<file path="src/rtl/aud_dsp_pkg.sv">
package aud_dsp_pkg;

    // sram and sample widths
    localparam int ADDR_W   = 20;
    localparam int SAMPLE_W = 16;
    localparam int SPEED_W  = 8;

    typedef logic [ADDR_W-1:0]          addr_t;
    typedef logic signed [SAMPLE_W-1:0] sample_t;
    typedef logic [SPEED_W-1:0]         speed_t;

    typedef logic [3:0] step_t;       // address step per frame, 1..8
    typedef logic [1:0] slow_log2_t;  // slow factor N = 2**s
    typedef logic [2:0] phase_t;      // 0 .. N-1

    // fast codes carry the multiplier in bits [6:3]
    localparam speed_t SPEED_X1 = 8'h08;
    localparam speed_t SPEED_X8 = 8'h40;

    // slow codes, bits [6:3] zero
    localparam speed_t SLOW_HALF    = 8'h01;
    localparam speed_t SLOW_QUARTER = 8'h03;
    localparam speed_t SLOW_EIGHTH  = 8'h07;

    typedef enum logic [1:0] {
        S_IDLE  = 2'd0,
        S_PLAY  = 2'd1,
        S_PAUSE = 2'd2,
        S_STOP  = 2'd3
    } state_t;

endpackage
</file>
<file path="src/rtl/aud_dsp.sv">
`timescale 1ns/1ns

module aud_dsp (
    input  logic                 i_clk,
    input  logic                 i_rst_n,
    input  logic                 i_start,
    input  logic                 i_pause,
    input  logic                 i_stop,
    input  aud_dsp_pkg::speed_t  i_speed,
    input  logic                 i_interp,     // 0 hold, 1 linear
    input  aud_dsp_pkg::addr_t   i_end_addr,
    input  logic                 i_daclrck,
    input  aud_dsp_pkg::sample_t i_sram_data,
    input  logic                 i_player_ready,
    output aud_dsp_pkg::addr_t   o_sram_addr,
    output aud_dsp_pkg::sample_t o_sample,
    output logic                 o_sample_valid
);
    import aud_dsp_pkg::*;

    logic       playing;
    logic       rewind;
    step_t      step;
    slow_log2_t slow_log2;
    logic       frame;
    phase_t     phase;
    logic       advance;
    logic       last;
    logic       slot_free;

    dsp_ctrl u_ctrl (
        .i_clk       (i_clk),
        .i_rst_n     (i_rst_n),
        .i_start     (i_start),
        .i_pause     (i_pause),
        .i_stop      (i_stop),
        .i_speed     (i_speed),
        .i_last      (last),
        .i_frame     (frame),
        .o_playing   (playing),
        .o_rewind    (rewind),
        .o_step      (step),
        .o_slow_log2 (slow_log2)
    );

    lrck_frame_timer u_timer (
        .i_clk       (i_clk),
        .i_rst_n     (i_rst_n),
        .i_daclrck   (i_daclrck),
        .i_playing   (playing),
        .i_rewind    (rewind),
        .i_slot_free (slot_free),
        .i_slow_log2 (slow_log2),
        .i_interp    (i_interp),
        .o_frame     (frame),
        .o_phase     (phase),
        .o_advance   (advance)
    );

    sram_addr_gen u_addr (
        .i_clk       (i_clk),
        .i_rst_n     (i_rst_n),
        .i_rewind    (rewind),
        .i_frame     (frame),
        .i_advance   (advance),
        .i_step      (step),
        .i_end_addr  (i_end_addr),
        .o_sram_addr (o_sram_addr),
        .o_last      (last)
    );

    interp_unit u_interp (
        .i_clk          (i_clk),
        .i_rst_n        (i_rst_n),
        .i_frame        (frame),
        .i_phase        (phase),
        .i_slow_log2    (slow_log2),
        .i_interp       (i_interp),
        .i_sram_data    (i_sram_data),
        .i_player_ready (i_player_ready),
        .o_sample       (o_sample),
        .o_sample_valid (o_sample_valid),
        .o_slot_free    (slot_free)
    );

endmodule

</file>
<file path="src/rtl/interp_unit.sv">
`timescale 1ns/1ns

module interp_unit (
    input  logic                    i_clk,
    input  logic                    i_rst_n,
    input  logic                    i_frame,
    input  aud_dsp_pkg::phase_t     i_phase,
    input  aud_dsp_pkg::slow_log2_t i_slow_log2,
    input  logic                    i_interp,
    input  aud_dsp_pkg::sample_t    i_sram_data,
    input  logic                    i_player_ready,
    output aud_dsp_pkg::sample_t    o_sample,
    output logic                    o_sample_valid,
    output logic                    o_slot_free
);
    import aud_dsp_pkg::*;

    sample_t                    sample_q;
    sample_t                    sample_d;
    sample_t                    old_q;      // word from before the last advance
    logic                       valid_q;
    logic [3:0]                 w_old;      // N - k
    logic signed [SAMPLE_W+4:0] mix;
    logic signed [SAMPLE_W+4:0] mix_sh;

    assign w_old = (4'd1 << i_slow_log2) - {1'b0, i_phase};

    // new*k + old*(N-k), exact divide by N as a shift
    assign mix    = i_sram_data * $signed({2'b00, i_phase})
                  + old_q * $signed({1'b0, w_old});
    assign mix_sh = mix >>> i_slow_log2;

    always_comb begin
        if (!i_interp || (i_slow_log2 == 2'd0) || (i_phase == 3'd0)) begin
            sample_d = i_sram_data;
        end else begin
            sample_d = mix_sh[SAMPLE_W-1:0];
        end
    end

    always_ff @(posedge i_clk) begin
        if (i_frame) begin
            sample_q <= sample_d;
            if (i_phase == 3'd0) begin
                old_q <= i_sram_data;
            end
        end
    end

    // output register, valid holds until the player takes it
    always_ff @(posedge i_clk or negedge i_rst_n) begin
        if (!i_rst_n) begin
            valid_q <= 1'b0;
        end else if (i_frame) begin
            valid_q <= 1'b1;
        end else if (i_player_ready) begin
            valid_q <= 1'b0;
        end
    end

    assign o_slot_free    = ~valid_q | i_player_ready;
    assign o_sample       = sample_q;
    assign o_sample_valid = valid_q;

endmodule

</file>
<file path="src/rtl/sram_addr_gen.sv">
`timescale 1ns/1ns

module sram_addr_gen (
    input  logic                i_clk,
    input  logic                i_rst_n,
    input  logic                i_rewind,
    input  logic                i_frame,
    input  logic                i_advance,
    input  aud_dsp_pkg::step_t  i_step,
    input  aud_dsp_pkg::addr_t  i_end_addr,
    output aud_dsp_pkg::addr_t  o_sram_addr,
    output logic                o_last
);
    import aud_dsp_pkg::*;

    addr_t           addr_q;
    logic [ADDR_W:0] next_sum;   // one extra bit so the top end cannot wrap
    logic            exceed;

    assign next_sum = {1'b0, addr_q} + {{(ADDR_W-3){1'b0}}, i_step};
    assign exceed   = next_sum > {1'b0, i_end_addr};

    always_ff @(posedge i_clk or negedge i_rst_n) begin
        if (!i_rst_n) begin
            addr_q <= '0;
        end else if (i_rewind) begin
            addr_q <= '0;
        end else if (i_frame && i_advance && !exceed) begin
            addr_q <= next_sum[ADDR_W-1:0];
        end
    end

    // address holds on the final step, ctrl sees this and ends playback
    assign o_last      = i_advance & exceed;
    assign o_sram_addr = addr_q;

endmodule

</file>
<file path="src/rtl/lrck_frame_timer.sv">
`timescale 1ns/1ns

module lrck_frame_timer (
    input  logic                    i_clk,
    input  logic                    i_rst_n,
    input  logic                    i_daclrck,
    input  logic                    i_playing,
    input  logic                    i_rewind,
    input  logic                    i_slot_free,
    input  aud_dsp_pkg::slow_log2_t i_slow_log2,
    input  logic                    i_interp,
    output logic                    o_frame,
    output aud_dsp_pkg::phase_t     o_phase,
    output logic                    o_advance
);
    import aud_dsp_pkg::*;

    logic [1:0] lrck_sync;   // two-flop synchronizer
    logic       lrck_prev;
    logic       fall_q;
    phase_t     phase_q;
    phase_t     last_phase;

    always_ff @(posedge i_clk or negedge i_rst_n) begin
        if (!i_rst_n) begin
            lrck_sync <= 2'b00;
            lrck_prev <= 1'b0;
            fall_q    <= 1'b0;
        end else begin
            lrck_sync <= {lrck_sync[0], i_daclrck};
            lrck_prev <= lrck_sync[1];
            fall_q    <= lrck_prev & ~lrck_sync[1];
        end
    end

    // a fall seen while paused, idle or with a sample still waiting is dropped
    assign o_frame = fall_q & i_playing & i_slot_free;

    assign last_phase = phase_t'((4'd1 << i_slow_log2) - 4'd1);

    always_ff @(posedge i_clk or negedge i_rst_n) begin
        if (!i_rst_n) begin
            phase_q <= '0;
        end else if (i_rewind) begin
            phase_q <= '0;
        end else if (o_frame) begin
            if (phase_q >= last_phase) begin
                phase_q <= '0;
            end else begin
                phase_q <= phase_q + 3'd1;
            end
        end
    end

    always_comb begin
        if (i_slow_log2 == 2'd0) begin
            o_advance = 1'b1;
        end else if (i_interp) begin
            o_advance = (phase_q == 3'd0);   // step early, then blend toward new word
        end else begin
            o_advance = (phase_q >= last_phase);
        end
    end

    assign o_phase = phase_q;

endmodule

</file>
<file path="src/rtl/dsp_ctrl.sv">
`timescale 1ns/1ns

module dsp_ctrl (
    input  logic                    i_clk,
    input  logic                    i_rst_n,
    input  logic                    i_start,
    input  logic                    i_pause,
    input  logic                    i_stop,
    input  aud_dsp_pkg::speed_t     i_speed,
    input  logic                    i_last,
    input  logic                    i_frame,
    output logic                    o_playing,
    output logic                    o_rewind,
    output aud_dsp_pkg::step_t      o_step,
    output aud_dsp_pkg::slow_log2_t o_slow_log2
);
    import aud_dsp_pkg::*;

    state_t     state_q, state_d;
    step_t      step_d, step_q;
    slow_log2_t shift_d, shift_q;
    logic       fast_ok;

    // fast codes are whole multiples of the x1 code, up to x8
    assign fast_ok = (i_speed[2:0] == 3'd0) && (i_speed >= SPEED_X1) && (i_speed <= SPEED_X8);

    always_comb begin
        step_d  = 4'd1;     // anything unsupported plays at x1
        shift_d = 2'd0;
        case (i_speed)
            SLOW_HALF:    shift_d = 2'd1;
            SLOW_QUARTER: shift_d = 2'd2;
            SLOW_EIGHTH:  shift_d = 2'd3;
            default: begin
                if (fast_ok) begin
                    step_d = i_speed[6:3];
                end
            end
        endcase
    end

    always_comb begin
        state_d = state_q;
        case (state_q)
            S_IDLE: begin
                if (i_start) state_d = S_PLAY;
            end
            S_PLAY: begin
                if (i_stop) begin
                    state_d = S_STOP;
                end else if (i_frame && i_last) begin
                    state_d = S_IDLE;   // last sample already sent on this frame
                end else if (i_pause) begin
                    state_d = S_PAUSE;
                end
            end
            S_PAUSE: begin
                if (i_stop) begin
                    state_d = S_STOP;
                end else if (i_start) begin
                    state_d = S_PLAY;   // resume where we left off
                end
            end
            default: state_d = S_IDLE;  // stop lasts one cycle
        endcase
    end

    always_ff @(posedge i_clk or negedge i_rst_n) begin
        if (!i_rst_n) begin
            state_q <= S_IDLE;
            step_q  <= 4'd1;
            shift_q <= 2'd0;
        end else begin
            state_q <= state_d;
            step_q  <= step_d;
            shift_q <= shift_d;
        end
    end

    assign o_playing   = (state_q == S_PLAY);
    assign o_rewind    = (state_q == S_IDLE) && i_start;
    assign o_step      = step_q;
    assign o_slow_log2 = shift_q;

endmodule

</file>
<file path="config.mk">
export PLATFORM = sky130hd
export DESIGN_NAME = aud_dsp
export DESIGN_NICKNAME = d
export VERILOG_FILES = /design/src/rtl/aud_dsp_pkg.sv /design/src/rtl/aud_dsp.sv /design/src/rtl/interp_unit.sv /design/src/rtl/sram_addr_gen.sv /design/src/rtl/lrck_frame_timer.sv /design/src/rtl/dsp_ctrl.sv
export SDC_FILE = /design/constraint.sdc
export NUM_CORES = 1
export LEC_CHECK = 0
export BUFFER_PORTS_ARGS = -buffer_cell sky130_fd_sc_hd__buf_2
export CAP_MARGIN = 10
export CORE_ASPECT_RATIO = 1.75
export CORE_MARGIN = 2
export CORE_UTILIZATION = 60
export CTS_CLUSTER_DIAMETER = 150
export CTS_CLUSTER_SIZE = 24
export DETAILED_ROUTE_END_ITERATION = 6
export PLACE_DENSITY = 0.91
export REMOVE_ABC_BUFFERS = 1
export SKIP_CTS_REPAIR_TIMING = 1
export SYNTH_ARGS = -nofsm -noshare
export SYNTH_HDL_FRONTEND = slang
export SYNTH_SLANG_ARGS = --single-unit
</file>
<file path="constraint.sdc">
create_clock -name i_clk -period 13.6 [get_ports i_clk]
set_input_delay 1.36 -clock i_clk [delete_from_list [all_inputs] [get_ports i_clk]]
set_output_delay 1.36 -clock i_clk [all_outputs]
set_load 0.02 [all_outputs]
</file>
==> summary.md <==
| Metric | Value |
|---|---|
| Result of the run | `completed` |
| Synth Register Bits | `between 60 and 70` |
| Post-synthesis average cell area | `slightly below 9 sq um` |
| Wire length on met2 | `11300 um` |
| Relative slew margins | `0.290` |
| Detailed placement HPWL | `16400 um` |
| WL final | `21300 um` |
| Iteration count of the initial detailed-routing pass | `5` |
| IO Pins | `89` |
| Maximum cell stage delay along the critical path | `0.64 ns` |
| Leakage dissipation | `between 4 and 5 nW` |
| Sequential standard cell area | `0.00186 sq mm` |
| Async set or reset register ratio after synthesis | `0.529` |
| Count of flip-flops with a built-in enable after synthesis | `32` |
| Hold slack final | `0.354 ns` |
| Peak Freq | `131 MHz` |
| Number of rows created at floorplan | `57` |
| Share of the clock period used by the worst path | `0.563` |
| Insertion delay to the later sink of the worst-skew pair | `roughly 0.34 ns` |
| Setup Viol. Count Final | `0` |
| Inserted Diodes | `0` |
| Number of endpoints with negative hold slack in the final report | `0` |
| Final critical-path required period | `7.66 ns` |
| Number of antenna-violating nets in the routed design | `0` |
| Total Die Area | `roughly 0.015 sq mm` |
| Placed standard-cell area | `0.00905 sq mm` |
| DR WL/cell | `17.3 um` |
| Slowest stage cell, crit path | `o41ai_1` |
| Placer Congestion | `0.909` |
| Kind of end point of the critical path | `flip-flop` |
| Pin count of the biggest net entering global routing | `39` |
| Setup repair after global routing missed its margin | `no` |
| Signal arrival time at the worst endpoint | `7.82 ns` |
| Total CTS buffers | `9` |
| Final layout net count | `around 1300` |
| Worst-case clock buffer depth | `2` |
| Highest ir drop seen on vdd | `0.0785 mV` |
| Worst Tran Pin Value | `1.06 ns` |
| Remaining global-route overflow | `0` |
| Required time reported for the critical path endpoint | `13.76 ns` |
| Wire length on met1 | `7250 um` |
| Vias in the first global route | `7667` |
| Count of pins over their slew limit | `0` |
| Routed via count | `just over 7000` |
| Floorplan Core Area | `approximately 0.014 sq mm` |
| Ratio of total power to cell area | `70.2 mW/mm^2` |
| Cells after synthesis | `966` |
| Post-Synthesis Cell Area | `0.00848 sq mm` |
| Max_cap viols | `0` |
| Wire length of the first global-routing pass | `34800 um` |
| Chip Width | `93.8 um` |
| CTS clk-pin slew, worst paths | `~0.060 ns` |
| Library cells used by synthesis | `68` |
| CTS tree | `done` |
| Port Buffers | `88` |
| Die height | `161 um` |
| Max layer used | `met4` |
| Via density per instance | `just under 6` |
| Total clock sinks | `68` |
| Maximum net fanout on the critical path | `5` |
| Part of the Yosys area used for sequential elements | `0.220` |
| Initial detailed-routing violation count | `461` |
| Most frequent CP cell | `inv_1` |
| Area of all placed cells without fillers | `0.00935 sq mm` |
| Aggregate global-route resource usage | `0.293` |
| Share of cells above drive strength 1 | `0.123` |
| Initial antenna violation count | `0` |
| Worst min path class | `flip-flop to flip-flop` |
| Worst setup path category | `input port to flip-flop` |
| Worst Skew | `0.00857 ns` |
| Total DRC errors in the routed layout | `0` |
| Number of warnings printed during yosys synthesis | `0` |
| Total of fill cells in the finished design | `1078` |
| Multi-input gate area in the final layout | `0.00583 sq mm` |
| Fin Setup TNS | `0 ns` |
| Primary FF master, synth | `dfrtp_1` |
| Amount of wire on met3 after detailed routing | `1230 um` |
| Synth-to-layout area growth | `10.3%` |
| Max H-tree Level | `3` |
| Root buffer selected by CTS | `clkbuf_16` |
| Critical path launch point type | `input port` |
| Effective utilization at floorplan | `0.613` |
==> registers in the layout, summed over array words and instances, names as in the netlist, 2 cells and up <==
| signal | cells |
|---|---|
| u_timer.lrck_sync | 2 |
| u_ctrl.state_q | 2 |
| u_interp.o_sample | 16 |
| u_timer.o_phase | 3 |
| u_ctrl.o_slow_log2 | 2 |
| u_interp.old_q | 16 |
| u_addr.o_sram_addr | 20 |
| u_ctrl.o_step | 4 |
==> placed cells by master, fill, tap and decap left out, types with 22 or more instances in the layout <==
| cell type | count |
|---|---|
| nor2_1 | 39 |
| edfxtp_1 | 32 |
| xor2_1 | 22 |
| and2_1 | 79 |
| xnor2_1 | 35 |
| ha_1 | 103 |
| a21oi_1 | 39 |
| inv_1 | 176 |
| nand2_1 | 97 |
| a21o_1 | 26 |
| dfrtp_1 | 35 |
| nand3_1 | 25 |
| o21ai_0 | 37 |
| buf_2 | 88 |
| fa_1 | 65 |
==> path summary, 6_finish.rpt <==
check | from | to | slack, ns | depth (start not counted)
max reg2reg | u_timer.o_phase[1] | u_interp.o_sample[12] | 6.26 | 25
max | i_sram_data[3] | u_interp.o_sample[12] | 5.94 | 26
max in group asynchronous | i_rst_n | u_addr.o_sram_addr[8] | 11.94 | 1
min | u_timer.lrck_sync[0] | u_timer.lrck_sync[1] | 0.35 | 0
min reg2reg | u_timer.lrck_sync[0] | u_timer.lrck_sync[1] | 0.35 | 0
min in group asynchronous | i_rst_n | u_ctrl.o_step[3] | 1.13 | 1
==> cells in the mapped netlist, types with 25 or more instances <==
cell | instances | area, sq um
inv_1 | 176 | 661
ha_1 | 103 | 1290
nand2_1 | 97 | 364
and2_1 | 79 | 494
fa_1 | 65 | 1300
a21oi_1 | 39 | 195
nor2_1 | 39 | 146
o21ai_0 | 37 | 185
dfrtp_1 | 35 | 876
xnor2_1 | 35 | 307
edfxtp_1 | 32 | 961
a21o_1 | 26 | 195
nand3_1 | 25 | 125
==> power by group <==
group          internal (mW)  switching (mW)
sequential             0.235          0.0125
clock                  0.145           0.105
combinational         0.0593          0.0994
==> metal layers <==
layer	GRT usage	vias up
li1	-	3310
met1	0.303	3450
met2	0.533	303
met3	0.0457	111
met4	0.192	0
met5	0	-
==> cells by family after synthesis <==
kind of cell	share of synthesized area
and+or+nand+nor	0.187
muxes	0.0213
DFF	0.220
AOI/OAI and AO/OA	0.109
xor gates and xnor gates	0.0644
buffers and inverters	0.0929
adders and majority gates	0.306
==> per-stage QoR <==
stage	instances	power [mW]	util	setup slack (ns)
2_1_floorplan	944	0.352	-	6.54
3_3_place_gp	1214	0.400	0.654	5.88
5_1_grt	1230	0.685	0.676	5.65
4_1_cts	1230	0.656	0.676	6.00
3_5_place_dp	1214	0.405	0.654	5.74
6_report	1230	0.656	0.676	5.94
==> area by class of cell <==
type | instances | share of cell area
Multi-Input combinational cell | 700 | 0.623
Timing Repair Buffer | 93 | 0.0511
Sequential cell | 68 | 0.199
Inverter | 176 | 0.0706
Clock buffer | 9 | 0.0241
Tap cell | 177 | 0.0237
Clock inverter | 7 | 0.00843
==> worst max-delay path: cells and delay by family <==
kind | cells | cell delay, ns
simple gates | 5 | 0.89
compound gates | 6 | 1.83
xor+xnor | 2 | 0.37
fa+ha+maj | 7 | 2.98
buf+inv | 6 | 0.37
Note: power is estimated with default switching activity, not from simulation.
